<file path="src/design/dircc_params.svh">
`ifndef DIRCC_PARAMS_SVH
`define DIRCC_PARAMS_SVH

// device addressing.
`define DIRCC_ADDR_WIDTH 3
`define DIRCC_NUM_DEVICES 8

// payload carried by every packet.
`define DIRCC_PACKET_DATA_WIDTH 16

// entries per queue, both packet and event side.
`define DIRCC_FIFO_DEPTH 4

// each device finishes after base + address ticks.
`define DIRCC_MAX_TIME_BASE 3

`endif

</file>
<file path="src/design/dircc_types_pkg.sv">
`default_nettype none

`include "dircc_params.svh"

package dircc_types_pkg;

    typedef logic [`DIRCC_ADDR_WIDTH-1:0] dircc_addr_t;

    // one tick packet as it arrives from the host.
    typedef struct packed {
        dircc_addr_t                          address;
        logic [`DIRCC_PACKET_DATA_WIDTH-1:0]  data;
    } packet_data_t;

    // system state code, DONE is a flag ORed onto another code.
    typedef logic [3:0] dircc_state_t;

    localparam dircc_state_t DIRCC_STATE_RUNNING = 4'd1;
    localparam dircc_state_t DIRCC_STATE_STOPPED = 4'd2;
    localparam dircc_state_t DIRCC_STATE_DONE    = 4'd8;

    // stored per device.
    typedef struct packed {
        dircc_state_t  dircc_state;
        logic [3:0]    dircc_state_extra;
        logic [31:0]   user_state;       // application layout, see dev_state_t.
    } device_state_t;

endpackage : dircc_types_pkg

`default_nettype wire

</file>
<file path="src/design/dircc_application_pkg.sv">
`default_nettype none

`include "dircc_params.svh"

package dircc_application_pkg;

    import dircc_types_pkg::*;

    // payload seen as a tick.
    typedef struct packed {
        logic [`DIRCC_PACKET_DATA_WIDTH-1:0] tick;
    } tick_msg_t;

    // layout of device_state_t.user_state.
    typedef struct packed {
        logic [15:0] rts;
        logic [15:0] count;
    } dev_state_t;

    // handed to the host when a device update finishes.
    typedef struct packed {
        dircc_addr_t   address;
        logic [15:0]   rts;
        logic [15:0]   count;
        dircc_state_t  dircc_state;
    } done_event_t;

    // per device time limit.
    function automatic logic [15:0] dircc_max_time(input dircc_addr_t address);
        return 16'(`DIRCC_MAX_TIME_BASE) + 16'(address);
    endfunction

endpackage : dircc_application_pkg

`default_nettype wire

</file>
<file path="src/design/dircc_state_if.sv">
`timescale 1ns/1ps
`default_nettype none

interface dircc_state_if
    import dircc_types_pkg::*;
();

    dircc_addr_t    address;
    logic           receive_done;        // start strobe from the controller.
    device_state_t  read_state;
    device_state_t  write_state;
    logic           write_state_valid;
    logic           packet_handled;
    logic           device_finished;     // qualifies packet_handled.

    modport controller (
        output address,
        output receive_done,
        input  write_state,
        input  packet_handled,
        input  device_finished
    );

    modport handler (
        input  receive_done,
        input  read_state,
        output write_state,
        output write_state_valid,
        output packet_handled,
        output device_finished
    );

    modport store (
        input  address,
        input  write_state,
        input  write_state_valid,
        output read_state
    );

endinterface : dircc_state_if

`default_nettype wire

</file>
<file path="src/design/dircc_node_controller.sv">
`timescale 1ns/1ps
`default_nettype none

module dircc_node_controller
    import dircc_types_pkg::*;
    import dircc_application_pkg::*;
(
    input  wire                clk,
    input  wire                reset_n,
    output logic               pkt_pop,
    input  wire packet_data_t  pkt_head,
    input  wire                pkt_empty,
    output packet_data_t       packet,
    output logic               evt_push,
    output done_event_t        evt_data,
    dircc_state_if.controller  state
);

    typedef enum logic [1:0] {
        IDLE,
        ISSUE,
        WAIT
    } ctrl_state_t;

    ctrl_state_t ctrl_q;
    ctrl_state_t ctrl_d;
    dev_state_t  dev_state_new;

    assign pkt_pop            = (ctrl_q == IDLE) && !pkt_empty;
    assign state.address      = packet.address;
    assign state.receive_done = (ctrl_q == ISSUE);

    always_comb begin
        ctrl_d = ctrl_q;
        case (ctrl_q)
            IDLE:    if (!pkt_empty) ctrl_d = ISSUE;
            ISSUE:   ctrl_d = WAIT;
            WAIT:    if (state.packet_handled) ctrl_d = IDLE;
            default: ctrl_d = IDLE;
        endcase
    end

    always_ff @(posedge clk, negedge reset_n) begin
        if (!reset_n) begin
            ctrl_q <= IDLE;
        end else begin
            ctrl_q <= ctrl_d;
        end
    end

    always_ff @(posedge clk) begin
        if (pkt_pop) begin
            packet <= pkt_head;
        end
    end

    // event fields come straight from the handler's registered result.
    assign dev_state_new        = dev_state_t'(state.write_state.user_state);
    assign evt_data.address     = packet.address;
    assign evt_data.rts         = dev_state_new.rts;
    assign evt_data.count       = dev_state_new.count;
    assign evt_data.dircc_state = state.write_state.dircc_state;

    assign evt_push = (ctrl_q == WAIT) && state.packet_handled && state.device_finished;

endmodule : dircc_node_controller

`default_nettype wire

</file>
<file path="src/design/dircc_node_top.sv">
`timescale 1ns/1ps
`default_nettype none

module dircc_node_top
    import dircc_types_pkg::*;
    import dircc_application_pkg::*;
(
    input  wire                clk,
    input  wire                reset_n,
    input  wire packet_data_t  packet_in,
    input  wire                packet_in_valid,
    output logic               packet_in_full,
    output done_event_t        done_event,
    output logic               done_empty,
    input  wire                done_pop
);

    packet_data_t pkt_head;
    packet_data_t packet;
    logic         pkt_pop;
    logic         pkt_empty;
    logic         evt_push;
    done_event_t  evt_data;

    dircc_state_if state_bus ();

    dircc_packet_fifo #(.payload_t(packet_data_t)) pkt_fifo_i (
        .clk       (clk),
        .reset_n   (reset_n),
        .push      (packet_in_valid),
        .push_data (packet_in),
        .pop       (pkt_pop),
        .pop_data  (pkt_head),
        .full      (packet_in_full),
        .empty     (pkt_empty)
    );

    dircc_node_controller ctrl_i (
        .clk       (clk),
        .reset_n   (reset_n),
        .pkt_pop   (pkt_pop),
        .pkt_head  (pkt_head),
        .pkt_empty (pkt_empty),
        .packet    (packet),
        .evt_push  (evt_push),
        .evt_data  (evt_data),
        .state     (state_bus.controller)
    );

    dircc_receive_handler handler_i (
        .clk       (clk),
        .reset_n   (reset_n),
        .packet_in (packet),
        .state     (state_bus.handler)
    );

    dircc_state_store store_i (
        .clk       (clk),
        .reset_n   (reset_n),
        .state     (state_bus.store)
    );

    // a full event queue drops the push.
    dircc_packet_fifo #(.payload_t(done_event_t)) evt_fifo_i (
        .clk       (clk),
        .reset_n   (reset_n),
        .push      (evt_push),
        .push_data (evt_data),
        .pop       (done_pop),
        .pop_data  (done_event),
        .full      (),
        .empty     (done_empty)
    );

endmodule : dircc_node_top

`default_nettype wire

</file>
<file path="src/design/dircc_packet_fifo.sv">
`timescale 1ns/1ps
`default_nettype none

`include "dircc_params.svh"

module dircc_packet_fifo #(
    parameter type payload_t = logic [7:0]
) (
    input  wire            clk,
    input  wire            reset_n,
    input  wire            push,
    input  wire payload_t  push_data,
    input  wire            pop,
    output payload_t       pop_data,
    output logic           full,
    output logic           empty
);

    localparam int DEPTH = `DIRCC_FIFO_DEPTH;
    localparam int PTR_WIDTH = (DEPTH > 1) ? $clog2(DEPTH) : 1;

    payload_t mem [DEPTH];

    logic [PTR_WIDTH-1:0] wr_ptr;
    logic [PTR_WIDTH-1:0] rd_ptr;
    logic [PTR_WIDTH:0]   count;
    logic                 do_push;
    logic                 do_pop;

    assign full  = (count == (PTR_WIDTH+1)'(DEPTH));
    assign empty = (count == '0);

    assign do_push = push && !full;      // overflow is dropped.
    assign do_pop  = pop && !empty;

    assign pop_data = mem[rd_ptr];       // head shows through.

    always_ff @(posedge clk) begin
        if (do_push) begin
            mem[wr_ptr] <= push_data;
        end
    end

    always_ff @(posedge clk, negedge reset_n) begin
        if (!reset_n) begin
            wr_ptr <= '0;
            rd_ptr <= '0;
            count  <= '0;
        end else begin
            if (do_push) begin
                wr_ptr <= (wr_ptr == PTR_WIDTH'(DEPTH - 1)) ? '0 : wr_ptr + 1'b1;
            end
            if (do_pop) begin
                rd_ptr <= (rd_ptr == PTR_WIDTH'(DEPTH - 1)) ? '0 : rd_ptr + 1'b1;
            end
            case ({do_push, do_pop})
                2'b10:   count <= count + 1'b1;
                2'b01:   count <= count - 1'b1;
                default: count <= count;
            endcase
        end
    end

endmodule : dircc_packet_fifo

`default_nettype wire

</file>
<file path="src/design/dircc_receive_handler.sv">
`timescale 1ns/1ps
`default_nettype none

module dircc_receive_handler
    import dircc_types_pkg::*;
    import dircc_application_pkg::*;
(
    input  wire                clk,
    input  wire                reset_n,
    input  wire packet_data_t  packet_in,
    dircc_state_if.handler     state
);

    dev_state_t    dev_state_old;
    dev_state_t    dev_state_new;
    dircc_state_t  dircc_state_next;
    logic [15:0]   count_next;
    logic          finish;

    assign dev_state_old = dev_state_t'(state.read_state.user_state);
    assign count_next    = dev_state_old.count + 16'h0001;
    assign finish        = (count_next >= dircc_max_time(packet_in.address));

    always_comb begin
        dev_state_new.count = count_next;
        if (finish) begin
            // rts stays put once the device is done.
            dev_state_new.rts = dev_state_old.rts;
            dircc_state_next  = DIRCC_STATE_DONE |
                ((dev_state_old.rts != '0) ? state.read_state.dircc_state
                                           : DIRCC_STATE_STOPPED);
        end else begin
            dev_state_new.rts = dev_state_old.rts + 16'h0001;
            dircc_state_next  = state.read_state.dircc_state;
        end
    end

    always_ff @(posedge clk) begin
        if (state.receive_done) begin
            state.write_state.dircc_state       <= dircc_state_next;
            state.write_state.dircc_state_extra <= state.read_state.dircc_state_extra;
            state.write_state.user_state        <= dev_state_new;
        end
    end

    always_ff @(posedge clk, negedge reset_n) begin
        if (!reset_n) begin
            state.write_state_valid <= 1'b0;
            state.packet_handled    <= 1'b0;
            state.device_finished   <= 1'b0;
        end else begin
            state.write_state_valid <= state.receive_done;
            state.packet_handled    <= state.receive_done;   // same cycle as the write.
            if (state.receive_done) begin
                state.device_finished <= finish;
            end
        end
    end

endmodule : dircc_receive_handler

`default_nettype wire

</file>
<file path="src/design/dircc_state_store.sv">
`timescale 1ns/1ps
`default_nettype none

`include "dircc_params.svh"

module dircc_state_store
    import dircc_types_pkg::*;
(
    input  wire  clk,
    input  wire  reset_n,
    dircc_state_if.store state
);

    device_state_t entries [`DIRCC_NUM_DEVICES];

    // read is combinational so the handler sees it in the issue cycle.
    assign state.read_state = entries[state.address];

    always_ff @(posedge clk, negedge reset_n) begin
        if (!reset_n) begin
            for (int i = 0; i < `DIRCC_NUM_DEVICES; i++) begin
                entries[i] <= '0;
            end
        end else if (state.write_state_valid) begin
            entries[state.address] <= state.write_state;   // address still held in wait.
        end
    end

endmodule : dircc_state_store

`default_nettype wire

</file>
<file path="config.mk">
export PLATFORM = sky130hd
export DESIGN_NAME = dircc_node_top
export DESIGN_NICKNAME = d
export VERILOG_FILES = /design/src/design/dircc_types_pkg.sv /design/src/design/dircc_application_pkg.sv /design/src/design/dircc_state_if.sv /design/src/design/dircc_node_controller.sv /design/src/design/dircc_node_top.sv /design/src/design/dircc_packet_fifo.sv /design/src/design/dircc_receive_handler.sv /design/src/design/dircc_state_store.sv
export VERILOG_INCLUDE_DIRS = /design/src /design/src/design
export SDC_FILE = /design/constraint.sdc
export NUM_CORES = 1
export LEC_CHECK = 0
export ABC_AREA = 1
export BUFFER_PORTS_ARGS = -buffer_cell sky130_fd_sc_hd__buf_2
export CAP_MARGIN = 20
export CORE_ASPECT_RATIO = 0.75
export CORE_MARGIN = 8
export CORE_UTILIZATION = 60
export DETAILED_ROUTE_END_ITERATION = 6
export GPL_TIMING_DRIVEN = 0
export PLACE_DENSITY = 0.82
export SLEW_MARGIN = 20
export SYNTH_ARGS = -nofsm -noshare
export SYNTH_HDL_FRONTEND = slang
export SYNTH_SLANG_ARGS = --single-unit
export TNS_END_PERCENT = 30
</file>
<file path="constraint.sdc">
create_clock -name clk -period 6.7 [get_ports clk]
set_input_delay 0.67 -clock clk [delete_from_list [all_inputs] [get_ports clk]]
set_output_delay 0.67 -clock clk [all_outputs]
set_load 0.01 [all_outputs]
</file>
==> summary.txt, run 1 <==
Combinational power share - 0.413
Share of the synthesized area in the top cell type - 0.3353
Die width - 241.3 um
Row count - 62
Internal power - 7.798 mW
Commonest cells after routing, fill and taps aside - nand2_1, o21ai_0, dfrtp_1, inv_1, edfxtp_1
CP Launch Type - flip-flop
Minimum clock period - 4.853 ns
Via count - 18,880
PwrDens - 540.9 mW/mm2
Die area - 0.04463 mm2
Max VDD drop - 308.4 uV
Most common cell after layout, fill and taps aside - nand2_1
Clock root buffer - clkbuf_16
Reg-to-reg setup timing slack - 1.85 ns
Async S/R FF share, synth - 0.5965
Initial antenna violation count - 0
Status - finished clean
Clock Pin Slew Worst Setup and Hold Paths - 0.06 ns
CTS Buffer Depth - 3
Routed len/inst - 21.02 um
CP required - 7.00 ns
Mean Syn Cell Area - 9.121 um2
Slew headroom - 0.4451
First-pass GRT wire length - 102,000 um
Clock sinks - 513
Period utilization - 0.7244
CTS H-tree lvls - 2
Flop and latch count out of synthesis - 513
Worst hold path class - in -> reg
Area leader, netlist - dfrtp_1
Share of cells above drive strength 1 - 0.08009
Prevailing post-synth register cell - dfrtp_1
Max Cap Viol - 0
PortBufs - 47
Vias per cell - 5.977
Setup violation total in the final timing report - 0
Final hold vios - 0
Vias in the first global route - 18,110
Syn Inst Count - 2,504
Finished Layout Cells - 3,159
Largest net degree at the start of global routing - 98
Gr ovfl total - 0
DRC - 0
WL final - 66,390 um
Area grow syn2layout - 11.87%
Final #Nets - 2,655
Net Count, Synth - 2,549
Worst-Margin Slew - 0.8294 ns
Clock Latency Late Sink - 0.58 ns
DRT Pass-1 Iters - 6
Clock share of power - 0.200
Seq pwr share - 0.388
Drt initial violations - 2,628
Cell variety after synth - 40
Final ANT Viol Nets - 0
TritonCTS Buffers - 48
Mapped Area - 0.02284 mm2
Number of synthesized flops with an enable pin - 207
Antenna Cells - 0
Setup Skew - 0.02594 ns
Fill cells - 2,888
Critical path peak fanout - 11
Die height - 185.0 um
Synth top area cells - dfrtp_1, edfxtp_1, nand2_1
Leak pwr - 11.38 nW
Sequential area share after synthesis - 0.6074
GP Congestion - 0.9233
Critical Path AT - 5.15 ns
Synth warn - 0
Peak Freq - 206.0 MHz
Final HPWL DP - 44,590 um
Crit path kind - reg -> reg
I/O Pins - 64
Fin util - 0.6736
Dpl cells - 3,071
Initial core utilization - 0.6021
Switch share - 0.4358
Worst Setup End Kind - flip-flop
Core Box Area - 0.03793 mm2
GR Util All Layers - 0.2969
Fin. max-slew vios - 0
Psw - 6.022 mW
RSZ-0062 raised after global routing - no
CTS tree - built
-- layout make-up --
class                   count  area [um2]  share of cell area
flip-flops and latches    513       13870              0.5430
inverters                 246       923.4             0.03614
well taps                 512       640.6             0.02507
plain buffers             132       600.6             0.02351
clock inverters            20       220.2            0.008619
repair buffers             56       460.4             0.01802
multi-input cells        1613        7480              0.2927
clock buffers              67        1353             0.05294
-- cell families (layout without fill, tap and decap cells) --
group                    count (synthesis)  count (layout)  share of synthesized area
AND/OR/NAND/NOR                       1053            1053                     0.1853
AO/OA/AOI/OAI                          521             521                     0.1213
flip-flops                             513             513                     0.6074
buffers and inverters                  378             521                    0.06672
adder cells (fa/ha/maj)                 22              22                    0.01271
XOR/XNOR                                17              17                   0.006519
-- worst max-delay path, cell delays in order, from the launching register on --
cell      delay, ns
edfxtp_1       0.58
inv_2          0.12
buf_2          0.24
buf_4          0.24
buf_4          0.21
buf_4          0.23
buf_2          0.31
buf_1          0.52
ha_1           0.34
ha_1           0.26
a21boi_0       0.11
o21ai_0        0.16
nand2_1        0.07
a21oi_1        0.18
nand3_1        0.10
nor2_1         0.11
nand3_1        0.11
nor2_1         0.17
buf_4          0.21
buf_6          0.17
nand3_1        0.09
-- per-layer routing --
metal | routed length [um] | track usage
met1 | 26280 | 0.4094
met2 | 28700 | 0.4371
met3 | 9650 | 0.1121
met4 | 1764 | 0.08668
met5 | 0 | 0.003363
-- power groups by stage --
stage	Clock, mW	Combinational [mW]	Sequential, mW
floorplan	0	3.68	5.02
global placement	0	5.26	5.29
detailed placement	0	5.49	5.35
CTS	2.77	5.55	5.30
global route	2.89	6.30	5.44
finish	2.76	5.70	5.36
-- synthesized netlist by cell type, types with 3 or more instances --
cell and count:
inv_2 9, nor3_1 13, a21oi_1 18, o21ai_0 414
dfrtp_1 306, edfxtp_1 207, inv_1 236, o31ai_1 3
clkbuf_1 84, nand4_1 14, o22ai_1 48, nor2_2 5
nand3b_1 4, nand3_1 106, buf_4 14, o211ai_1 27
nand2_1 682, xnor2_1 3, or2_2 15, buf_2 30
a211oi_1 3, xor2_1 14, ha_1 20, nor2_1 205
-- path summary, 6_finish.rpt --
| check | startpoint | endpoint | cells past startpoint |
|---|---|---|---|
| setup / recovery | ctrl_i.state.address[0] | handler_i.state.write_state[39] | 20 |
| setup reg to reg | ctrl_i.state.address[0] | handler_i.state.write_state[39] | 20 |
| hold reg to reg | store_i.entries[127] | store_i.entries[127] | 2 |
| max in group asynchronous | reset_n | store_i.entries[63] | 4 |
| min in group asynchronous | reset_n | pkt_fifo_i.count[1] | 2 |
| hold / removal | packet_in[16] | pkt_fifo_i.mem[0][16] | 1 |
-- flip-flops by register name, indices dropped and copies added, names as in the netlist --
register and count:
pkt_fifo_i.wr_ptr 2, evt_fifo_i.mem 156, store_i.entries 288, handler_i.state.write_state 36
evt_fifo_i.count 3, ctrl_i.state.address 3, pkt_fifo_i.count 3, handler_i.state.device_finished 1
evt_fifo_i.wr_ptr 2, pkt_fifo_i.rd_ptr 2, evt_fifo_i.rd_ptr 2, ctrl_i.ctrl_q 2
pkt_fifo_i.mem 12, handler_i.state.write_state_valid 1
-- repair_timing --
item / CTS / global route
endpoints found under the hold margin: 32 / 0
gates resized for setup: 0 / 0
endpoints found under the setup margin: 0 / 0
hold buffers: 1 / 0
setup buffers: 0 / 0
-- through the flow --
stage	TNS [ns]	hold WS (ns)	setup WS, ns	total power [mW]	area (um2)
finish	0	0.3187	1.847	13.82	25550
global route	0	0.3105	1.551	14.63	25550
CTS	0	0.2992	1.924	13.62	25550
detailed placement	0	0.4670	1.952	10.84	23970
global placement	-210.32	0.4585	-0.7375	10.54	23720
floorplan	0	0.3744	3.169	8.696	22840
Note: power is estimated with default switching activity, not from simulation.
==> run 2, diff against run 1 <==
CORE_UTILIZATION = 56   (was 60)
PLACE_DENSITY = 0.81   (was 0.82)
clock period = 4.1 ns   (was 6.7 ns; I/O delays follow)
==> run 2 against run 1 <==
Compared with the run above:
- the flow now finishes with violations (design-rule violations)
- count of clock-buffer cells in the layout is 2 higher
- worst setup slack worse by 1.6 ns
- total power is 66% higher
- first-iteration DRC count is 6.2% higher
- die area is 6.6% higher
- wire length is 1.1% higher
- via count is 0.25% higher
- sequential cell count stayed put
- clock power is 71% higher
- final cell count is 0.54% higher
- global-route usage is 1.9 points lower
- largest power group unchanged
- highest routed layer unchanged
==> summary.txt, run 2 (synthesis results as in run 1) <==
PortBufs - 47 (unchanged)
CP required - 4.39 ns (-2.61 ns)
Max VDD drop - 467.6 uV (+52%)
Reg2reg end - handler_i.state.write_state[39]
Final HPWL DP - 44,720 um (+0.29%)
Minimum clock period - 3.899 ns (-0.9544 ns)
Routed len/inst - 21.14 um (+0.56%)
CP Launch Type - flip-flop
Reg-to-reg setup timing slack - 0.20 ns (-1.65 ns)
Dpl cells - 3,088 (+0.55%)
Worst Setup End Kind - flip-flop
Max Used Layer - met4
Met2 WL post-DR - 29,040 um (+1.2%)
Finished Layout Cells - 3,176 (+0.54%)
WL final - 67,130 um (+1.1%)
Crit-path slowest cell - edfxtp_1
Final #Nets - 2,657 (+0.075%)
Critical path peak fanout - 19 (+8)
Die area - 0.04757 mm2 (+6.6%)
R2r startpoint - ctrl_i.state.address[0]
Peak Freq - 256.5 MHz (+24%)
Final ANT Viol Nets - 0 (unchanged)
Number of stages on the worst setup path - 15 (-25%)
Leak pwr - 11.47 nW (+0.77%)
Gr ovfl total - 0 (unchanged)
CTS H-tree lvls - 2 (unchanged)
Failing checks - design-rule violations
Clock root buffer - clkbuf_16
DRT Pass-1 Iters - 7 (+1)
Worst hold path class - in -> reg
Largest net degree at the start of global routing - 101 (+3.1%)
Regs by FF count - store_i.entries: 288 flops, evt_fifo_i.mem: 156 flops, handler_i.state.write_state: 36 flops
Max FFs per register - 288 (unchanged)
Fin. max-slew vios - 0 (unchanged)
GR Util All Layers - 0.2781 (-0.01882)
Row count - 64 (+3.2%)
Setup Skew - 0.02125 ns (-0.004694 ns)
First-pass GRT wire length - 104,100 um (+2.1%)
Cell Chain, Critical Path - buf_4, buf_2, buf_2, buf_2, buf_2, o21ai_0, ha_1, a21oi_2, nand3_1, nor2_1, nand3_1, nor2_2, buf_6, buf_6, nand3_1
Drt initial violations - 2,791 (+6.2%)
Met3 wire len - 9569 um (-0.84%)
Initial antenna violation count - 0 (unchanged)
Buf/Inv on CP - 7 (-2)
Met1 WL - 26,820 um (+2.0%)
Post-Layout Inst Area - 0.02575 mm2 (+0.80%)
Post-DP Area - 0.02402 mm2 (+0.23%)
CTS Buffer Depth - 3 (unchanged)
CTS tree - built
Most common cell after layout, fill and taps aside - nand2_1
Max Cap Viol - 0 (unchanged)
Core Box Area - 0.04052 mm2 (+6.8%)
Clock sinks - 513 (unchanged)
Vias in the first global route - 18,240 (+0.72%)
Worst-Margin Slew - 0.9746 ns (+0.1452 ns)
Clock Pin Slew Worst Setup and Hold Paths - 0.07 ns (about the same)
Commonest cells after routing, fill and taps aside - nand2_1, o21ai_0, dfrtp_1, inv_1, edfxtp_1
TritonCTS Buffers - 48 (unchanged)
Antenna Cells - 0 (unchanged)
Final hold vios - 0 (unchanged)
Slew headroom - 0.3443 (-0.1008)
Period utilization - 0.9509 (+0.2266)
Die width - 249.2 um (+3.3%)
Critical path's largest stage delay - 0.48 ns (-0.10 ns)
PwrDens - 890.5 mW/mm2 (+65%)
Vias per cell - 5.960 (-0.29%)
GP Congestion - 0.9284 (+0.55%)
Area grow syn2layout - 12.76%
Die height - 190.9 um (+3.2%)
Critical Path End - handler_i.state.write_state[39]
Clock Latency Late Sink - 0.57 ns (about the same)
Most flops, register - store_i.entries
R2R depth - 15 (-25%)
Via count - 18,930 (+0.25%)
Most frequent CP cell - buf_2
CP delay by family, top - buffers and inverters
Setup violation total in the final timing report - 0 (unchanged)
DRC - 17 (+17)
Share of cells above drive strength 1 - 0.08421 (+0.004124)
Crit path kind - reg -> reg
Crit path from - ctrl_i.state.address[0]
Fin util - 0.6356 (-0.03794)
I/O Pins - 64 (unchanged)
Fill cells - 3,161 (+9.5%)
Status - complete, but fails checks
Initial core utilization - 0.5637 (-0.03841)
Critical Path AT - 4.19 ns (-0.96 ns)
[run 2: cell types whose count changed in the layout (fill, tap and decap cells not counted), sizes merged]
cell	previous run	this run
clkbuf	151	154
clkinvlp	2	1
bufinv	4	6
buf	103	104
clkinv	14	10
[run 2: worst register-to-register path, cell delays in order, from the launching register on]
cell	delay, ns
edfxtp_1	0.48
buf_4	0.24
buf_2	0.26
buf_2	0.29
buf_2	0.30
buf_2	0.37
o21ai_0	0.24
ha_1	0.34
a21oi_2	0.18
nand3_1	0.09
nor2_1	0.11
nand3_1	0.12
nor2_2	0.19
buf_6	0.18
buf_6	0.16
nand3_1	0.08
[run 2: metal layers]
metal,up-vias,GRT usage
li1,8429,-
met1,9034,0.3977
met2,1290,0.4171
met3,176,0.07472
met4,0,0.07979
met5,-,0
[run 2: how the worst min path moves through the flow]
stage | startpoint | to | depth (start not counted)
after global routing | packet_in[16] | pkt_fifo_i.mem[2][16] | 1
after detailed placement | reset_n | evt_fifo_i.wr_ptr[1] | 1
final | packet_in[17] | pkt_fifo_i.mem[3][17] | 1
after CTS | packet_in[16] | pkt_fifo_i.mem[3][16] | 1
after floorplan | reset_n | ctrl_i.ctrl_q[0] | 0
after global placement | store_i.entries[146] | store_i.entries[146] | 2
[run 2: power breakdown]
group | internal [mW] | total (mW) | switching, mW
Combinational | 2.85 | 9.49 | 6.64
Clock | 2.77 | 4.73 | 1.96
Sequential | 7.41 | 8.71 | 1.31
Total | 13.0 | 22.9 | 9.91
[run 2: layout make-up]
cell class | count | area [um2] | area share
Inverter | 246 | 923.4 | 0.03585
Multi-Input combinational cell | 1613 | 7488 | 0.2908
Clock inverter | 17 | 247.7 | 0.009619
Buffer | 128 | 613.1 | 0.02380
Clock buffer | 69 | 1411 | 0.05480
Sequential cell | 513 | 13870 | 0.5387
Tap cell | 528 | 660.6 | 0.02565
Timing Repair Buffer | 62 | 536.8 | 0.02084
[run 2: through the flow]
| step | TNS (ns) | total power, mW | setup slack [ns] | hold WS [ns] |
|---|---|---|---|---|
| after floorplan | 0 | 14.21 | 0.5689 | 0.1144 |
| after global placement | -1056.71 | 17.23 | -3.082 | 0.4584 |
| after detailed placement | -12.33 | 17.71 | -0.6636 | 0.3816 |
| after CTS | 0 | 22.52 | 0.01973 | 0.05380 |
| after global routing | -0.1589 | 24.27 | -0.02715 | 0.05621 |
| final | 0 | 22.94 | 0.2012 | 0.05872 |
[run 2: repair_timing]
item | in CTS | in global routing
gates resized for setup | 3 | 12
cloned | 0 | 0
hold buffers | 1 | 0
pin swaps | 0 | 1
hold endpoints to repair | 54 | 0
setup endpoints to repair | 21 | 21
setup buffers | 1 | 4
